### config.mk
export PLATFORM = sky130hd
export DESIGN_NAME = cpu_bus_logic
export DESIGN_NICKNAME = d
export VERILOG_FILES = /design/src/source/soc_pkg.sv /design/src/source/cpu_bus_logic.sv
export SDC_FILE = /design/constraint.sdc
export NUM_CORES = 1
export LEC_CHECK = 0
export ABC_AREA = 1
export BUFFER_PORTS_ARGS = -buffer_cell sky130_fd_sc_hd__buf_2
export CORE_MARGIN = 10
export CORE_UTILIZATION = 43
export DETAILED_ROUTE_END_ITERATION = 8
export GPL_ROUTABILITY_DRIVEN = 0
export PLACE_DENSITY = 0.86
export SKIP_CTS_REPAIR_TIMING = 1
export SYNTH_ARGS = -nofsm -noshare
export SYNTH_HDL_FRONTEND = slang
export SYNTH_SLANG_ARGS = --single-unit
### constraint.sdc
create_clock -name clk -period 3.25 [get_ports clk]
set_input_delay 0.325 -clock clk [delete_from_list [all_inputs] [get_ports clk]]
set_output_delay 0.325 -clock clk [all_outputs]
set_load 0.01 [all_outputs]
### src/source/soc_pkg.sv
package soc_pkg;

    // Memory map
    localparam int          RAM_ADDR_W = 15;
    localparam logic [31:0] RAM_BASE   = 32'h0000_0000;
    localparam logic [31:0] RAM_LIMIT  = 32'h0002_0000;
    localparam logic [31:0] IO_BASE    = 32'h8000_0000;

    // IO register offsets from IO_BASE
    localparam logic [31:0] REG_LED          = 32'h0000_0000;
    localparam logic [31:0] REG_INPUTS       = 32'h0000_0004;
    localparam logic [31:0] REG_AUDIO_STATUS = 32'h0000_0008;
    localparam logic [31:0] REG_AUDIO_LEFT   = 32'h0000_000C;
    localparam logic [31:0] REG_AUDIO_RIGHT  = 32'h0000_0010;

    // Audio path
    localparam int SAMPLE_W          = 24;
    localparam int AUDIO_QUEUE_DEPTH = 4;
    localparam int BCLK_DIV          = 4;
    localparam int SLOT_BITS         = 32;

    // Codec control port
    localparam int CCLK_DIV   = 8;
    localparam int CFG_WORD_W = 32;
    localparam int CFG_GAP    = 2;
    localparam int INIT_WORDS = 4;

    // Chip address, register address, data
    localparam logic [CFG_WORD_W-1:0] ADAU_INIT_TABLE [INIT_WORDS] = '{
        32'h00_4000_01,
        32'h00_401C_21,
        32'h00_4029_03,
        32'h00_40F9_7F
    };

    typedef struct packed {
        logic [31:0] addr;
        logic [31:0] wdata;
        logic [3:0]  wstrb;
    } mem_req_t;

    typedef struct packed {
        logic [RAM_ADDR_W-1:0] addr;
        logic [31:0]           wdata;
        logic [3:0]            wstrb;
    } ram_req_t;

    typedef struct packed {
        logic [SAMPLE_W-1:0] left;
        logic [SAMPLE_W-1:0] right;
    } audio_sample_t;

endpackage

### src/source/cpu_bus_logic.sv
`timescale 1ns/1ps

module cpu_bus_logic
    import soc_pkg::*;
(
    input  logic          clk,
    input  logic          reset,
    input  logic          valid,
    input  mem_req_t      req,
    output logic [31:0]   rdata,
    output logic          ready,
    input  logic [7:0]    dip,
    input  logic [4:0]    buttons,
    output logic [7:0]    led,
    output logic          ram_valid,
    output ram_req_t      ram_req,
    input  logic [31:0]   ram_rdata,
    input  logic          ram_ready,
    output audio_sample_t audio,
    output logic          audio_valid,
    input  logic          audio_full,
    input  logic          init_done
);

    logic [31:0]         ram_off;
    logic [31:0]         io_off;
    logic [31:0]         io_rdata;
    logic [31:0]         rd_mux;
    logic                is_ram;
    logic                is_write;
    logic                right_wr;
    logic                io_fire;
    logic                io_ready;
    logic [SAMPLE_W-1:0] left_stage;

    assign ram_off  = req.addr - RAM_BASE;
    assign io_off   = req.addr - IO_BASE;
    assign is_ram   = (ram_off < (RAM_LIMIT - RAM_BASE));
    assign is_write = |req.wstrb;
    assign right_wr = is_write && (io_off == REG_AUDIO_RIGHT);

    // RAM requests go straight through
    assign ram_valid = valid && is_ram;
    assign ram_req   = '{addr: ram_off[RAM_ADDR_W+1:2], wdata: req.wdata, wstrb: req.wstrb};

    // io_ready blocks a second service of the held request
    // Right sample writes wait for room in the queue
    assign io_fire = valid && !is_ram && !io_ready && !(right_wr && audio_full);

    assign ready = is_ram ? ram_ready : io_ready;
    assign rdata = is_ram ? ram_rdata : io_rdata;

    always_comb begin
        case (io_off)
            REG_LED:          rd_mux = {24'b0, led};
            REG_INPUTS:       rd_mux = {19'b0, buttons, dip};
            REG_AUDIO_STATUS: rd_mux = {30'b0, init_done, audio_full};
            default:          rd_mux = 32'b0;
        endcase
    end

    always_ff @(posedge clk) begin
        if (reset) begin
            io_ready    <= 1'b0;
            audio_valid <= 1'b0;
            led         <= 8'b0;
        end else begin
            io_ready    <= io_fire;
            audio_valid <= io_fire && right_wr;
            if (io_fire && is_write && io_off == REG_LED) begin
                led <= req.wdata[7:0];
            end
        end
    end

    always_ff @(posedge clk) begin
        if (io_fire) begin
            io_rdata <= rd_mux;
        end
        if (io_fire && is_write && io_off == REG_AUDIO_LEFT) begin
            left_stage <= req.wdata[SAMPLE_W-1:0];
        end
        // Pair goes out with the right sample
        if (io_fire && right_wr) begin
            audio <= '{left: left_stage, right: req.wdata[SAMPLE_W-1:0]};
        end
    end

endmodule

==> results of run 1 <==
metal layers:
layer / wire length (um) / vias to the layer above / GRT usage
met1: 4130 / 1433 / 0.156
met5: 0 / - / 0
met4: 197 / 0 / 0.0518
met2: 6520 / 125 / 0.310
li1: - / 1531 / -
met3: 828 / 18 / 0.0609
placed cells by master (no fill, tap or decap):
cell type  count
nand4_4        1
o221ai_1       2
inv_6          2
nand3_1        4
o21a_1         1
dfxtp_1       10
nor2_1        66
clkinv_1       1
nand3_2        2
nor2_2         3
nand2_2        3
o22ai_1        6
nand4_1        2
buf_4          3
or2_1          1
inv_1         53
clkbuf_8       9
inv_8          1
buf_2        244
nor3_4         1
edfxtp_1      85
and2_1         2
inv_2          1
clkinv_8       1
clkinv_4       2
nand2_1       71
state kept, by name (all words and copies together), names as in the netlist:
name         cells
led              8
io_ready         1
left_stage      24
audio           48
audio_valid      1
io_rdata        13
Yosys cell counts:
| master | n |
|---|---|
| buf_2 | 1 |
| o221ai_1 | 2 |
| o22ai_1 | 6 |
| or2_1 | 1 |
| and2_1 | 2 |
| buf_4 | 51 |
| nand3_1 | 4 |
| buf_6 | 1 |
| buf_1 | 2 |
| o21a_1 | 1 |
| nand2_2 | 3 |
| clkbuf_1 | 2 |
| dfxtp_1 | 10 |
| nand4_4 | 1 |
| nor3_4 | 1 |
| nor2_1 | 67 |
| nor2_2 | 2 |
| nand2_1 | 71 |
| inv_1 | 54 |
| nand4_1 | 2 |
| nand3_2 | 2 |
| edfxtp_1 | 85 |
through the flow:
stage,hold slack [ns],util
3_5_place_dp,0.405,0.550
3_3_place_gp,0.400,0.550
6_report,0.149,0.571
5_1_grt,0.131,0.571
2_1_floorplan,0.400,-
4_1_cts,0.128,0.571
how the worst max path moves through the flow:
stage / startpoint / endpoint / slack (ns) / cells after the start
final: req[54] / rdata[1] / 1.17 / 10
after detailed placement: req[38] / audio[4] / 0.92 / 10
after CTS: req[54] / rdata[1] / 1.16 / 10
after global placement: req[45] / audio[28] / 0.96 / 9
after global routing: req[54] / rdata[1] / 1.0 / 10
after floorplan: req[57] / left_stage[0] / 0.46 / 10
cells by family (layout without fill, tap and decap cells):
kind of cell | Yosys count | after routing | share of synthesized area
and+or+nand+nor | 156 | 156 | 0.161
buffers and inverters | 111 | 317 | 0.151
DFF | 95 | 95 | 0.673
AOI/OAI and AO/OA | 9 | 9 | 0.0153
final cells by class:
cell class / instances / area [um2] / area share
multi-input combinational: 165 / 723 / 0.137
sequential: 95 / 2750 / 0.522
tap: 129 / 161 / 0.0306
clock buffer: 9 / 124 / 0.0235
timing repair buffer: 247 / 1240 / 0.236
inverter: 54 / 203 / 0.0384
clock inverter: 7 / 66.3 / 0.0126
where the power goes:
group | switching [mW] | internal [mW]
clock network | 0.436 | 0.296
registers | 0.00235 | 1.33
logic | 0.0958 | 0.0840
total | 0.535 | 1.71
==> metrics.txt, run 1 <==
post-route ant nets=0; syn avg cell area=11.0 um2; Yosys Warn Count=0; final layout net count=691; power per cell area=425 mW/mm2; detailed router's first-iteration violation count=129; Placed Instances=690; post-placement cell area=0.00508 mm2; largest net degree at the start of global routing=49; CTS Sinks=95; grt ovf=0; Synth area leaders=edfxtp_1, buf_4, nand2_1, nor2_1, inv_1; P&R area growth vs syn=28.9%; Critical Path AT=1.76 ns; Leak Pwr=2.63 nW; Worst Hold End=io_ready; Die X=118 um; Rel. slew slack=0.345; die height=118 um; Final Skew=0.00891 ns; Final setup viols=0; crit-path most repeated cell=nand2_1; cell type with the largest total area after synthesis=edfxtp_1; fin crit period=2.08 ns; fin cells=706; core area=0.00924 mm2; H-tree levels=3; full die area=0.0138 mm2; final worst path period share=0.641; vias in the first global route=3437; FF-to-FF setup slack=1.28 ns; Reg2Reg Depth=7; count of cell types in the netlist=22; Peak VDD IR=185 uV; dpl ws=0.923 ns; startpoint type of the worst setup path=input pin; Site Rows=35; antenna violations before repair=0; Gate Count Post-Synth=371; worst reg2reg path startpoint=io_ready; slowest stage delay, CP=0.35 ns; Power, Total=2.24 mW; cells along the critical path=buf_2, nor2_1, nand2_1, nor2_1, nand2_2, buf_4, inv_1, nand2_1, nand2_1, buf_2; CP endpoint kind=output port; Hold Crit Class=in2reg; hpwl dp=9600 um; Post-Syn Nets=490; Post-route DRC=0; reported max-cap violation count=0; Final Hold Fails=0; status=finished clean; slowest stage cell on the critical path=inv_1; worst path required time=2.92 ns; ANT cells=0; TNS Setup=0 ns; mapped cell area=0.00409 mm2; Top Family by Delay on Critical Path=buffers and inverters; DR vias/cell=4.40; CP Max Fanout=35; Reg clk slew, reported paths=0.09 ns; Bufs on Longest Clock Path=2; Slew @ Worst Pin=0.982 ns; RSZ-0062 raised after global routing=false; IO Port Bufs=244; DRT Pass-1 Iters=4; io pins=261; initial core utilization=0.443; via count=3107; max-slew violation count=0; TritonCTS buffer count=9; clock root buffer=clkbuf_8; first-pass GRT wire length=18000 um; Worst-Skew Late Latency=0.35 ns; setup ws final=1.17 ns; post-synth top area share=0.624; top achievable clock speed=0.480 GHz; FILL cells=753; final wirelength=11700 um; worst path bufs/invs=4; all-layer global routing usage=0.163; DR WL/cell=16.5 um; post-synthesis sequential area ratio=0.673; layout cell share with drive strength beyond 1=0.473; r2r endpoint=audio[28]; Synth Register Bits=95; CTS tree=done; design area=0.00527 mm2; Hold Crit Depth=2; Setup CP Type=in2out; worst hold start=reset
No activity file was read; power rests on OpenSTA's default activity.
==> run 2: changes to the inputs <==
- clock period: 3.25 -> 2 ns (I/O delays scaled with it)
==> run 2 against run 1 <==
Clock skew increased by 0.0017 ns; largest cell class unchanged; non-clock buffer count increased by 2; via count rose by 1.3%; largest power group unchanged; flip-flop and latch count did not move; power grew 62%; critical path depth did not move; sequential power is 62% higher; count of clock-buffer cells in the layout is the same; clock power grew 60%; core utilization increased by 0.51 points.
==> metrics.txt, run 2 (synthesis gave the netlist of run 1 again) <==
largest registers=audio (48), left_stage (24), io_rdata (13); crit-path most repeated cell=nand2_1; most frequent cells in the layout=buf_2, edfxtp_1, nand2_1; hpwl dp=9560 um; slowest stage cell on the critical path=clkinvlp_4; Critical Path Stages=10; CP endpoint kind=output port; layout cell share with drive strength beyond 1=0.477; dpl ws=0.149 ns; Worst-Skew Late Latency=0.35 ns; ANT cells=0; via count=3146; core area=0.00924 mm2; Final Util=0.576; slowest stage delay, CP=0.34 ns; RSZ-0062 raised after global routing=false; Hold Crit Depth=2; Final Hold Fails=0; Reg clk slew, reported paths=0.09 ns; Biggest register=audio; full die area=0.0138 mm2; Die X=118 um; max-slew violation count=0; CTS tree=done; TritonCTS buffer count=9; vias in the first global route=3376; clock root buffer=clkbuf_8; final wirelength=11600 um; Setup CP Type=in2out; Peak VDD IR=290 uV; Rel. slew slack=0.747; Final setup viols=0; Reg2Reg Depth=8; antenna violations before repair=0; grt ovf=0; all-layer global routing usage=0.160; status=finished clean; startpoint type of the worst setup path=input pin; io pins=261; DRT Pass-1 Iters=5; power per cell area=681 mW/mm2; worst hold start=reset; largest net degree at the start of global routing=49; H-tree levels=3; post-route ant nets=0; Site Rows=35; reported max-cap violation count=0; DR vias/cell=4.44; Leak Pwr=2.63 nW; Power, Total=3.62 mW; die height=118 um; FILL cells=783; top achievable clock speed=0.569 GHz; cells along the critical path=buf_2, nor2_1, nand2_1, nor2_1, nand2_2, buf_4, clkinvlp_4, nand2_1, nand2_1, buf_2; hold_ws=0.0264 ns; Post-route DRC=0; final layout net count=693; Bufs on Longest Clock Path=2; setup ws final=0.243 ns; Worst Setup SP=req[57]; max FFs per register=48; IO Port Bufs=244; P&R area growth vs syn=30.1%; CTS Sinks=95; Slew @ Worst Pin=0.379 ns; detailed router's first-iteration violation count=150; worst path required time=1.80 ns; Hold Crit Class=in2reg; Critical Path AT=1.56 ns; Top Family by Delay on Critical Path=buffers and inverters; worst path bufs/invs=4; Final Skew=0.0106 ns; first-pass GRT wire length=17700 um; fin crit period=1.76 ns; worst reg2reg path startpoint=io_ready; initial core utilization=0.443; CP Max Fanout=35; DR WL/cell=16.4 um; commonest non-fill, non-tap cell in the layout=buf_2; final worst path period share=0.879
run 2: changes by cell type in the layout (fill, tap and decap cells not counted), sizes merged:
cell	change
buf	+2
inv	-1
clkinvlp	+2
clkinv	-1
run 2: worst paths after layout:
kind	slack, ns	endpoint
worst max-delay path	0.24	rdata[11]
worst min-delay path	0.03	io_ready
worst max register to register	0.37	audio[4]
worst min register to register	0.42	audio[27]
run 2: metal layers:
metal	routed length [um]	global-route usage	vias to the layer above	part of all wire
met5	0	0	-	0
met4	269	0.0549	0	0.023
met3	888	0.0604	23	0.077
met2	6410	0.298	148	0.55
met1	4020	0.157	1440	0.35
li1	-	-	1535	-
run 2: power by group:
| group | switching (mW) | leakage [nW] | internal [mW] | total (mW) |
|---|---|---|---|---|
| Combinational | 0.157 | 1.68 | 0.137 | 0.293 |
| Sequential | 0.00351 | 0.856 | 2.16 | 2.16 |
| Clock | 0.689 | 0.0957 | 0.479 | 1.17 |
| Total | 0.849 | 2.63 | 2.77 | 3.62 |
run 2: worst reg2reg max path: stages, from the launching register on:
cell and delay [ns]:
dfxtp_1 0.31, inv_1 0.04, nand2_1 0.06, nor2_1 0.25
nand2_1 0.11, inv_1 0.10, nand2_1 0.08, clkinvlp_4 0.09
buf_12 0.23
run 2: stage by stage:
step                std cells  setup TNS [ns]  instance area [um2]
floorplan                 371          -18.98                 4100
global placement          692               0                 5130
detailed placement        692               0                 5130
CTS                       708               0                 5320
global route              708               0                 5320
finish                    708               0                 5320
run 2: area by class of cell:
type	instances	area, um2	area share
clock buffers	9	124	0.0233
clock inverters	7	61.3	0.0115
inverters	54	210	0.0395
multi-input cells	165	728	0.137
flip-flops and latches	95	2750	0.517
well taps	129	161	0.0303
repair buffers	249	1280	0.241
