**src/source/soc_pkg.sv**
```systemverilog
package soc_pkg;

    // Memory map
    localparam int          RAM_ADDR_W = 15;
    localparam logic [31:0] RAM_BASE   = 32'h0000_0000;
    localparam logic [31:0] RAM_LIMIT  = 32'h0002_0000;
    localparam logic [31:0] IO_BASE    = 32'h8000_0000;

    // IO register offsets from IO_BASE
    localparam logic [31:0] REG_LED          = 32'h0000_0000;
    localparam logic [31:0] REG_INPUTS       = 32'h0000_0004;
    localparam logic [31:0] REG_AUDIO_STATUS = 32'h0000_0008;
    localparam logic [31:0] REG_AUDIO_LEFT   = 32'h0000_000C;
    localparam logic [31:0] REG_AUDIO_RIGHT  = 32'h0000_0010;

    // Audio path
    localparam int SAMPLE_W          = 24;
    localparam int AUDIO_QUEUE_DEPTH = 4;
    localparam int BCLK_DIV          = 4;
    localparam int SLOT_BITS         = 32;

    // Codec control port
    localparam int CCLK_DIV   = 8;
    localparam int CFG_WORD_W = 32;
    localparam int CFG_GAP    = 2;
    localparam int INIT_WORDS = 4;

    // Chip address, register address, data
    localparam logic [CFG_WORD_W-1:0] ADAU_INIT_TABLE [INIT_WORDS] = '{
        32'h00_4000_01,
        32'h00_401C_21,
        32'h00_4029_03,
        32'h00_40F9_7F
    };

    typedef struct packed {
        logic [31:0] addr;
        logic [31:0] wdata;
        logic [3:0]  wstrb;
    } mem_req_t;

    typedef struct packed {
        logic [RAM_ADDR_W-1:0] addr;
        logic [31:0]           wdata;
        logic [3:0]            wstrb;
    } ram_req_t;

    typedef struct packed {
        logic [SAMPLE_W-1:0] left;
        logic [SAMPLE_W-1:0] right;
    } audio_sample_t;

endpackage

```
**src/source/adau_i2s_tx.sv**
```systemverilog
`timescale 1ns/1ps

module adau_i2s_tx
    import soc_pkg::*;
(
    input  logic          clk,
    input  logic          reset,
    input  audio_sample_t sample,
    input  logic          sample_avail,
    output logic          sample_rd,
    output logic          sdata,
    output logic          bclk,
    output logic          lrclk
);

    logic [$clog2(BCLK_DIV)-1:0]    div_cnt;
    logic [$clog2(2*SLOT_BITS)-1:0] bit_cnt;
    logic [2*SLOT_BITS-1:0]         shift;
    logic [2*SLOT_BITS-1:0]         frame;
    logic                           period_start;

    assign period_start = (div_cnt == 0);
    assign sample_rd    = period_start && (bit_cnt == 0);

    // Each channel delayed by one bclk from its lrclk edge, zero padded
    assign frame = sample_avail ?
        {1'b0, sample.left, {(SLOT_BITS - SAMPLE_W - 1){1'b0}},
         1'b0, sample.right, {(SLOT_BITS - SAMPLE_W - 1){1'b0}}} : '0;

    always_ff @(posedge clk) begin
        if (reset) begin
            div_cnt <= '0;
            bit_cnt <= '0;
            bclk    <= 1'b0;
            lrclk   <= 1'b0;
            sdata   <= 1'b0;
        end else begin
            if (div_cnt == BCLK_DIV - 1) begin
                div_cnt <= '0;
                bit_cnt <= bit_cnt + 1'b1;
            end else begin
                div_cnt <= div_cnt + 1'b1;
            end

            // Falling bclk edge
            if (period_start) begin
                bclk  <= 1'b0;
                lrclk <= (bit_cnt >= SLOT_BITS);
                sdata <= sample_rd ? frame[2*SLOT_BITS-1] : shift[2*SLOT_BITS-1];
            end

            if (div_cnt == BCLK_DIV / 2) begin
                bclk <= 1'b1;
            end
        end
    end

    always_ff @(posedge clk) begin
        if (period_start) begin
            shift <= sample_rd ? frame << 1 : shift << 1;
        end
    end

endmodule

```
**src/source/adau_interface.sv**
```systemverilog
`timescale 1ns/1ps

module adau_interface
    import soc_pkg::*;
(
    input  logic          clk,
    input  logic          reset,
    input  audio_sample_t audio,
    input  logic          audio_valid,
    output logic          audio_full,
    output logic          init_done,
    output logic          cclk,
    output logic          clatch_n,
    output logic          cdata,
    output logic          sdata,
    output logic          bclk,
    output logic          lrclk
);

    audio_sample_t queue [AUDIO_QUEUE_DEPTH];

    logic [$clog2(AUDIO_QUEUE_DEPTH)-1:0]   wr_ptr;
    logic [$clog2(AUDIO_QUEUE_DEPTH)-1:0]   rd_ptr;
    logic [$clog2(AUDIO_QUEUE_DEPTH+1)-1:0] count;
    logic                                   push;
    logic                                   pop;
    logic                                   sample_rd;
    logic                                   sample_avail;
    audio_sample_t                          sample;

    assign audio_full   = (count == AUDIO_QUEUE_DEPTH);
    assign sample_avail = (count != 0);
    assign sample       = queue[rd_ptr];
    assign push         = audio_valid && !audio_full;
    assign pop          = sample_rd && sample_avail;

    always_ff @(posedge clk) begin
        if (push) begin
            queue[wr_ptr] <= audio;
        end
    end

    always_ff @(posedge clk) begin
        if (reset) begin
            wr_ptr <= '0;
            rd_ptr <= '0;
            count  <= '0;
        end else begin
            if (push) begin
                wr_ptr <= wr_ptr + 1'b1;
            end
            if (pop) begin
                rd_ptr <= rd_ptr + 1'b1;
            end
            case ({push, pop})
                2'b10:   count <= count + 1'b1;
                2'b01:   count <= count - 1'b1;
                default: count <= count;
            endcase
        end
    end

    adau_spi_config cfg (
        .clk       (clk),
        .reset     (reset),
        .cclk      (cclk),
        .clatch_n  (clatch_n),
        .cdata     (cdata),
        .init_done (init_done)
    );

    adau_i2s_tx i2s (
        .clk          (clk),
        .reset        (reset),
        .sample       (sample),
        .sample_avail (sample_avail),
        .sample_rd    (sample_rd),
        .sdata        (sdata),
        .bclk         (bclk),
        .lrclk        (lrclk)
    );

endmodule

```
**src/source/adau_spi_config.sv**
```systemverilog
`timescale 1ns/1ps

module adau_spi_config
    import soc_pkg::*;
(
    input  logic clk,
    input  logic reset,
    output logic cclk,
    output logic clatch_n,
    output logic cdata,
    output logic init_done
);

    logic [$clog2(CCLK_DIV)-1:0]   div_cnt;
    logic [5:0]                    bit_cnt;
    logic [$clog2(INIT_WORDS)-1:0] word_idx;
    logic                          last_word;

    assign last_word = (word_idx == INIT_WORDS - 1);

    always_ff @(posedge clk) begin
        if (reset) begin
            div_cnt   <= '0;
            bit_cnt   <= '0;
            word_idx  <= '0;
            cclk      <= 1'b0;
            clatch_n  <= 1'b1;
            cdata     <= 1'b0;
            init_done <= 1'b0;
        end else if (!init_done) begin
            div_cnt <= div_cnt + 1'b1;

            // Start of a cclk period, data moves with the falling edge
            if (div_cnt == 0) begin
                cclk <= 1'b0;
                if (bit_cnt < CFG_WORD_W) begin
                    clatch_n <= 1'b0;
                    cdata    <= ADAU_INIT_TABLE[word_idx][CFG_WORD_W - 1 - bit_cnt];
                end else begin
                    clatch_n  <= 1'b1;
                    cdata     <= 1'b0;
                    // Table finished once the last frame closes
                    init_done <= last_word;
                end
            end

            if (div_cnt == CCLK_DIV / 2) begin
                cclk <= 1'b1;
            end

            if (div_cnt == CCLK_DIV - 1) begin
                div_cnt <= '0;
                if (bit_cnt == CFG_WORD_W + CFG_GAP - 1) begin
                    bit_cnt  <= '0;
                    word_idx <= word_idx + 1'b1;
                end else begin
                    bit_cnt <= bit_cnt + 1'b1;
                end
            end
        end
    end

endmodule

```
**config.mk**
```make
export PLATFORM = sky130hd
export DESIGN_NAME = adau_interface
export DESIGN_NICKNAME = d
export VERILOG_FILES = /design/src/source/soc_pkg.sv /design/src/source/adau_i2s_tx.sv /design/src/source/adau_interface.sv /design/src/source/adau_spi_config.sv
export SDC_FILE = /design/constraint.sdc
export NUM_CORES = 1
export LEC_CHECK = 0
export BUFFER_PORTS_ARGS = -buffer_cell sky130_fd_sc_hd__buf_2
export CAP_MARGIN = 20
export CORE_MARGIN = 1
export CORE_UTILIZATION = 45
export DETAILED_ROUTE_END_ITERATION = 8
export PLACE_DENSITY = 0.6
export SLEW_MARGIN = 20
export SYNTH_ARGS = -nofsm -noshare
export SYNTH_HDL_FRONTEND = slang
export SYNTH_SLANG_ARGS = --single-unit
export TNS_END_PERCENT = 100
```
**constraint.sdc**
```tcl
create_clock -name clk -period 5.75 [get_ports clk]
set_input_delay 0.575 -clock clk [delete_from_list [all_inputs] [get_ports clk]]
set_output_delay 0.575 -clock clk [all_outputs]
set_load 0.01 [all_outputs]
```
==> key figures, run 1 <==
Clock network
  • Clock tree from TritonCTS: built
  • CTS Hold Bufs: 0
  • Root buffer selected by CTS: sky130_fd_sc_hd__clkbuf_16
  • Later-pin clock latency in the skew report: 0.55 ns
  • Total of cells resized after clock tree synthesis: 0
  • Number of H-tree branching levels: 1
  • Number of buffers created by CTS: 29
  • Buffer levels on the longest clock path: 3
  • CTS clock-pin slew for the worst setup and hold paths: 0.06 ns
  • Setup repair bufs after CTS: 0
  • CTS Sinks: 283

Yosys
  • Synth Cell Area: 0.0109 mm²
  • Number of unique standard cell types used by synthesis: 40
  • Post-synthesis net count: 634
  • Count of flip-flops with a built-in enable after synthesis: 248
  • Proportion of register bits with asynchronous set or reset after synthesis: 0
  • Most frequently used flop master after synthesis: sky130_fd_sc_hd__edfxtp_1
  • Syn Inst Count: 566
  • Number of warnings reported in the yosys synthesis log: 0
  • Fraction of the yosys area taken by sequential cells: 0.749
  • Total of flip-flops plus latches after synthesis: 283
  • Syn Area/Cell: 19.2 µm²

Timing
  • Final clock period utilization by the worst path: 0.577
  • Setup repair after global routing missed its margin: false
  • Setup TNS: 0 ns
  • Worst-case setup margin in the final layout: 2.43 ns
  • Final setup skew: 0.0161 ns
  • Time the worst path needs with I/O delays and setup: 3.32 ns
  • Final setup viols: 0
  • Count of pins over their slew limit: 0
  • Slew @ Worst Pin: 0.822 ns
  • Fmax: 0.301 GHz
  • Endpoints failing hold: 0
  • Worst slew margin: 0.452

Global routing
  • Antenna violations before repair: 1
  • Total overflow reported by the global router: 0
  • Total global routing track utilization: 0.160
  • Wire length of the first global-routing pass: 29900 µm
  • Pin count of the biggest net entering global routing: 60
  • Vias in the first global route: 5485

Floorplan
  • Initial standard-cell utilization of the core: 0.461
  • Core ar.: 0.0236 mm²
  • Count of standard-cell rows: 56
  • Die outline width: 157 µm
  • Die Span Y: 157 µm
  • Count of pins on the block boundary: 59
  • Die outline area: 0.0248 mm²

Power and ir drop
  • Max VDD drop: 0.293 mV
  • Static Leak: 0.00421 µW
  • Power per unit of standard cell area: 441 mW/mm²

Worst setup path
  • Origin of the worst setup path: i2s.div_cnt[0]$_SDFF_PP0_
  • Path depth of the worst reg2reg path: 11
  • Critical path capture point type: flop
  • Library cell appearing most often on the critical path: sky130_fd_sc_hd__inv_1
  • Slowest cell on the critical path: sky130_fd_sc_hd__buf_4
  • Setup slack of the most critical reg-to-reg path: 2.43 ns
  • Stages on worst setup path: 11
  • Critical-path cell list: inv_1, ha_2, or4b_4, nor4b_4, buf_4, ha_1, inv_1, fa_1, xor2_1, or3_1, a21oi_1
  • Crit path DAT: 3.78 ns
  • Reg2reg end: count[2]$_SDFFE_PP0P_
  • Bufs and invs on worst path: 3
  • CP startpoint kind: flop
  • Maximum single-stage delay on the critical path: 0.55 ns
  • R2r startpoint: i2s.div_cnt[0]$_SDFF_PP0_
  • Crit Path Max Fanout: 52
  • Last element of the critical path: count[2]$_SDFFE_PP0P_
  • Start-to-end type of the worst setup path: flop to flop
  • Data required, critical path: 6.21 ns
  • Critical path's top delay family: simple AND/OR/NAND/NOR gates

Drt
  • Vias after detailed routing: 5198
  • Number of nets with antenna violations after detailed routing: 0
  • Via-per-instance ratio: 5.32
  • First DRT Iteration DRCs: 258
  • Post-detailed-route wirelength per cell: 19.0 µm
  • TritonRoute pass-1 iters: 4
  • Detailed-route wire length: 18600 µm
  • DRC viols: 0

Cells and area
  • Area Overhead vs Synth: 13.7%
  • Multi-input combinational cell area: 0.00251 mm²
  • Fillcell total: 1870
  • Most frequent standard cell in the layout excluding fill and tap cells: sky130_fd_sc_hd__edfxtp_1
  • Final instance area: 0.0124 mm²
  • Sequential cell area: 0.00815 mm²
  • Count of non-filler cells in the finished layout: 977
  • Fraction of layout cells with a size suffix above 1: 0.250
  • Final layout net count: 700
  • Most frequent cells in the layout: sky130_fd_sc_hd__edfxtp_1 (248), sky130_fd_sc_hd__buf_2 (58), sky130_fd_sc_hd__mux4_2 (48)

Hold path
  • Worst Hold Class: input port to flop
  • Worst hold path stage count: 1

Placement
  • Final RePlAce weighted congestion: 0.689
  • Instance area at placement: 0.0115 mm²
  • Placed wire-length estimate after detailed placement: 9920 µm
  • Setup Slack @ Placement: 2.45 ns
  • # placed instances: 919
  • Count of port buffers added during placement: 58

Outcome
  • Outcome: complete, no violations

Flow run
  • Total of max-cap violations: 0
-- synth_stat cells (2+ instances only) --
| library cell | instances | area share |
|---|---|---|
| sky130_fd_sc_hd__a22o_1 | 47 | 0.038 |
| sky130_fd_sc_hd__a21bo_2 | 2 | 0.0018 |
| sky130_fd_sc_hd__nor2_1 | 28 | 0.0097 |
| sky130_fd_sc_hd__a21oi_1 | 9 | 0.0041 |
| sky130_fd_sc_hd__nor2b_1 | 9 | 0.0052 |
| sky130_fd_sc_hd__nor3b_1 | 5 | 0.0035 |
| sky130_fd_sc_hd__dfxtp_1 | 35 | 0.064 |
| sky130_fd_sc_hd__edfxtp_1 | 248 | 0.68 |
| sky130_fd_sc_hd__and3_1 | 2 | 0.0012 |
| sky130_fd_sc_hd__o211ai_1 | 3 | 0.0021 |
| sky130_fd_sc_hd__clkbuf_1 | 18 | 0.0062 |
| sky130_fd_sc_hd__buf_2 | 8 | 0.0037 |
| sky130_fd_sc_hd__o21ai_0 | 3 | 0.0014 |
| sky130_fd_sc_hd__mux2i_1 | 6 | 0.0055 |
| sky130_fd_sc_hd__nand4_1 | 5 | 0.0029 |
| sky130_fd_sc_hd__nand2_1 | 6 | 0.0021 |
| sky130_fd_sc_hd__ha_1 | 16 | 0.018 |
| sky130_fd_sc_hd__or3_1 | 2 | 0.0012 |
| sky130_fd_sc_hd__xor2_1 | 10 | 0.0081 |
| sky130_fd_sc_hd__and2_1 | 13 | 0.0075 |
| sky130_fd_sc_hd__inv_1 | 15 | 0.0052 |
| sky130_fd_sc_hd__mux4_2 | 48 | 0.099 |
| sky130_fd_sc_hd__xnor2_1 | 4 | 0.0032 |
| sky130_fd_sc_hd__nor4b_1 | 2 | 0.0016 |
| sky130_fd_sc_hd__buf_6 | 5 | 0.0052 |
| sky130_fd_sc_hd__nor3_1 | 3 | 0.0014 |
-- report_power, final --
part	total [µW]	internal, µW	switching, µW
sequential	2790	2650	138
combinational	983	498	486
clock	1690	947	738
total	5460	4090	1360
-- logic make-up after synthesis --
family          share of synthesized area
flops                               0.749
simple gates                       0.0429
xor+xnor                           0.0113
compound gates                     0.0510
buf+inv                            0.0206
fa+ha+maj                          0.0202
mux                                 0.105
-- layer usage --
layer  part of all wire  GRT usage  up-vias
met5                  0          0        -
met4              0.022     0.0453        0
met3              0.042     0.0292       29
met2               0.50      0.274      103
met1               0.43      0.209     2667
li1                   -          -     2399
-- cell type report --
type,instances,share of cell area
Clock buffer,41,0.0632
Multi-Input combinational cell,236,0.203
Tap cell,319,0.0323
Sequential cell,283,0.659
Timing Repair Buffer,67,0.0306
Inverter,15,0.00455
Antenna cell,3,0.000607
Clock inverter,13,0.00617
-- per-stage QoR --
| step | total power (µW) | util | hold slack (ns) |
|---|---|---|---|
| 2_1_floorplan | 3560 | - | 0.427 |
| 3_3_place_gp | 3780 | 0.486 | 0.436 |
| 3_5_place_dp | 3820 | 0.486 | 0.449 |
| 4_1_cts | 5520 | 0.522 | 0.212 |
| 5_1_grt | 5720 | 0.523 | 0.215 |
| 6_report | 5460 | 0.524 | 0.237 |
-- flip-flops by register name, summed over array words and instances, names as in the netlist, named ones only --
| name | cells |
|---|---|
| cfg.cclk | 1 |
| i2s.div_cnt | 2 |
| count | 3 |
| cfg.clatch_n | 1 |
| i2s.shift | 56 |
| cfg.div_cnt | 3 |
| rd_ptr | 2 |
| i2s.bit_cnt | 6 |
| i2s.lrclk | 1 |
| cfg.word_idx | 2 |
| cfg.init_done | 1 |
| cfg.bit_cnt | 6 |
| i2s.sdata | 1 |
| wr_ptr | 2 |
| queue | 192 |
| i2s.bclk | 1 |
| cfg.cdata | 1 |
-- how the worst min path moves through the flow --
stage / end / slack [ns] / startpoint
floorplan: i2s.div_cnt[0]$_SDFF_PP0_ / 0.43 / i2s.div_cnt[0]$_SDFF_PP0_
global placement: i2s.div_cnt[0]$_SDFF_PP0_ / 0.44 / i2s.div_cnt[0]$_SDFF_PP0_
detailed placement: i2s.div_cnt[0]$_SDFF_PP0_ / 0.45 / i2s.div_cnt[0]$_SDFF_PP0_
CTS: queue[2][16]$_DFFE_PP_ / 0.21 / audio[16]
global route: queue[2][31]$_DFFE_PP_ / 0.22 / audio[31]
finish: queue[1][15]$_DFFE_PP_ / 0.24 / audio[15]
(Power assumes the default switching activity.)
==> run 2, diff against run 1 <==
--- a/config.mk
+++ b/config.mk
@@ -10,7 +10,7 @@
 export CORE_MARGIN = 1
 export CORE_UTILIZATION = 45
 export DETAILED_ROUTE_END_ITERATION = 8
-export PLACE_DENSITY = 0.6
+export PLACE_DENSITY = 0.62
 export SLEW_MARGIN = 20
 export SYNTH_ARGS = -nofsm -noshare
 export SYNTH_HDL_FRONTEND = slang
==> constraint.sdc (replaced) <==
create_clock -name clk -period 2.8 [get_ports clk]
set_input_delay 0.28 -clock clk [delete_from_list [all_inputs] [get_ports clk]]
set_output_delay 0.28 -clock clk [all_outputs]
set_load 0.01 [all_outputs]
==> key figures, run 2 (synthesis gave the netlist of run 1 again) <==
Drt
  • DRC viols: 0
  • Met2 wire length: 9720 µm
  • First DRT Iteration DRCs: 264
  • Metal3 WL: 836 µm
  • TritonRoute pass-1 iters: 4
  • Post-detailed-route wirelength per cell: 18.7 µm
  • Detailed-route wire length: 19200 µm
  • Number of nets with antenna violations after detailed routing: 0
  • Via-per-instance ratio: 5.31
  • Vias after detailed routing: 5428
  • Post-Route M1 WL: 8280 µm
  • Highest metal layer with signal wires: met4

Outcome
  • Outcome: complete, no violations

Worst setup path
  • Data required, critical path: 3.27 ns
  • Critical-path cell list: inv_2, ha_4, or4b_4, nor4b_4, ha_4, inv_2, fa_2, xor2_1, or3_1, a21oi_1
  • Maximum single-stage delay on the critical path: 0.47 ns
  • Crit path DAT: 3.04 ns
  • Crit Path Max Fanout: 3
  • CP startpoint kind: flop
  • Slowest cell on the critical path: sky130_fd_sc_hd__or4b_4
  • Start-to-end type of the worst setup path: flop to flop
  • Critical path capture point type: flop

Cells and area
  • Biggest registers after layout: queue x192, i2s.shift x56
  • Most frequent cells in the layout: sky130_fd_sc_hd__edfxtp_1 (248), sky130_fd_sc_hd__buf_2 (58), sky130_fd_sc_hd__mux4_2 (48), sky130_fd_sc_hd__dlygate4sd3_1 (48), sky130_fd_sc_hd__a22o_1 (47)
  • Flip-flop count of the largest register, all copies and words added: 192
  • Most frequent standard cell in the layout excluding fill and tap cells: sky130_fd_sc_hd__edfxtp_1
  • Final instance area: 0.0131 mm²
  • Antenna diodes: 0
  • Fraction of layout cells with a size suffix above 1: 0.259
  • Area Overhead vs Synth: 20.3%
  • Count of non-filler cells in the finished layout: 1023
  • Final Util: 0.554
  • Fillcell total: 1833
  • Largest reg by FF count: queue
  • Final layout net count: 750

Placement
  • # placed instances: 922
  • Count of port buffers added during placement: 58
  • Instance area at placement: 0.0116 mm²
  • Final RePlAce weighted congestion: 0.717
  • Placed wire-length estimate after detailed placement: 10300 µm

Global routing
  • Vias in the first global route: 5744
  • Pin count of the biggest net entering global routing: 60
  • Total overflow reported by the global router: 0
  • Antenna violations before repair: 0
  • Total global routing track utilization: 0.163
  • Wire length of the first global-routing pass: 30900 µm

Timing
  • Time the worst path needs with I/O delays and setup: 2.58 ns
  • Endpoints failing hold: 0
  • Count of pins over their slew limit: 0
  • Slew @ Worst Pin: 0.848 ns
  • Final clock period utilization by the worst path: 0.920
  • Fmax: 0.388 GHz
  • Worst slew margin: 0.435
  • Post-route worst hold slack: 0.215 ns
  • Setup repair after global routing missed its margin: false
  • Final setup viols: 0
  • Final setup skew: 0.0119 ns

Floorplan
  • Count of pins on the block boundary: 59
  • Initial standard-cell utilization of the core: 0.461
  • Die outline width: 157 µm
  • Die outline area: 0.0248 mm²
  • Die Span Y: 157 µm
  • Core ar.: 0.0236 mm²
  • Count of standard-cell rows: 56

Clock network
  • Setup repair bufs after CTS: 0
  • Buffer levels on the longest clock path: 3
  • Later-pin clock latency in the skew report: 0.55 ns
  • Number of H-tree branching levels: 1
  • CTS Hold Bufs: 48
  • CTS Sinks: 283
  • Number of buffers created by CTS: 29
  • CTS clock-pin slew for the worst setup and hold paths: 0.06 ns
  • Clock tree from TritonCTS: built
  • Root buffer selected by CTS: sky130_fd_sc_hd__clkbuf_16
  • Total of cells resized after clock tree synthesis: 0

Power and ir drop
  • Power spent charging and discharging nets: 2860 µW
  • Part of the power in the clock network: 0.335
  • Max VDD drop: 0.622 mV
  • Switching power share of the total: 0.242
  • Power per unit of standard cell area: 905 mW/mm²
  • Combinational fraction of design power: 0.187
  • Internal power: 8970 µW
  • Fraction of power consumed by sequential logic: 0.478
  • Total power: 11800 µW
  • Static Leak: 0.00451 µW

Flow run
  • Total of max-cap violations: 0

Hold path
  • Worst Hold Class: input port to flop
## run 2: cell count changes in the layout (fill, tap and decap cells not counted), moves of 3 or more
cell / delta
sky130_fd_sc_hd__inv_1: -3
sky130_fd_sc_hd__clkbuf_1: -8
sky130_fd_sc_hd__buf_4: -3
sky130_fd_sc_hd__bufinv_16: +5
sky130_fd_sc_hd__buf_12: +6
sky130_fd_sc_hd__dlygate4sd3_1: +48
sky130_fd_sc_hd__diode_2: -3
sky130_fd_sc_hd__inv_2: +3
## run 2: worst paths after layout
check	startpoint	to	slack, ns	depth (start not counted)
worst min-delay path	reset	cfg.word_idx[1]$_SDFFE_PP0P_	0.21	2
worst min register to register	i2s.div_cnt[0]$_SDFF_PP0_	i2s.div_cnt[0]$_SDFF_PP0_	0.43	1
worst max-delay path	i2s.div_cnt[0]$_SDFF_PP0_	count[2]$_SDFFE_PP0P_	0.22	10
worst max register to register	i2s.div_cnt[0]$_SDFF_PP0_	count[2]$_SDFFE_PP0P_	0.22	10
## run 2: area by class of cell
| class | count | area, µm² | share of cell area |
|---|---|---|---|
| multi-input cells | 236 | 2540 | 0.194 |
| clock inverters | 19 | 240 | 0.0184 |
| flip-flops and latches | 283 | 8160 | 0.623 |
| inverters | 15 | 56.3 | 0.00430 |
| repair buffers | 117 | 928 | 0.0710 |
| clock buffers | 34 | 764 | 0.0584 |
| well taps | 319 | 399 | 0.0305 |
## run 2: through the flow
stage	worst slack (ns)	TNS (ns)
floorplan	-0.381	-0.629
global route	0.100	0
CTS	0.211	0
detailed placement	0.221	0
finish	0.223	0
global placement	0.293	0
## run 2: power by group through the flow
stage                     Combinational [µW]  Sequential (µW)  Clock, µW
after detailed placement                2210             5740          0
after CTS                               2270             5670       4070
final                                   2210             5660       3970
after global routing                    2430             5720       4220
after floorplan                         1690             5650          0
after global placement                  2170             5720          0
## run 2: worst max-delay path, delay by kind of cell (launching register included)
kind	cells	cell delay (ns)
xor gates and xnor gates	1	0.15
adders and majority gates	3	0.65
and+or+nand+nor	3	1.15
DFF	1	0.33
buffers and inverters	2	0.11
AOI/OAI and AO/OA	1	0.12
## run 2: per-layer routing
metal  up-vias  global-route usage
met5         -                   0
met4         0              0.0458
met3        23              0.0259
met2       121               0.282
met1      2790               0.215
li1       2494                   -
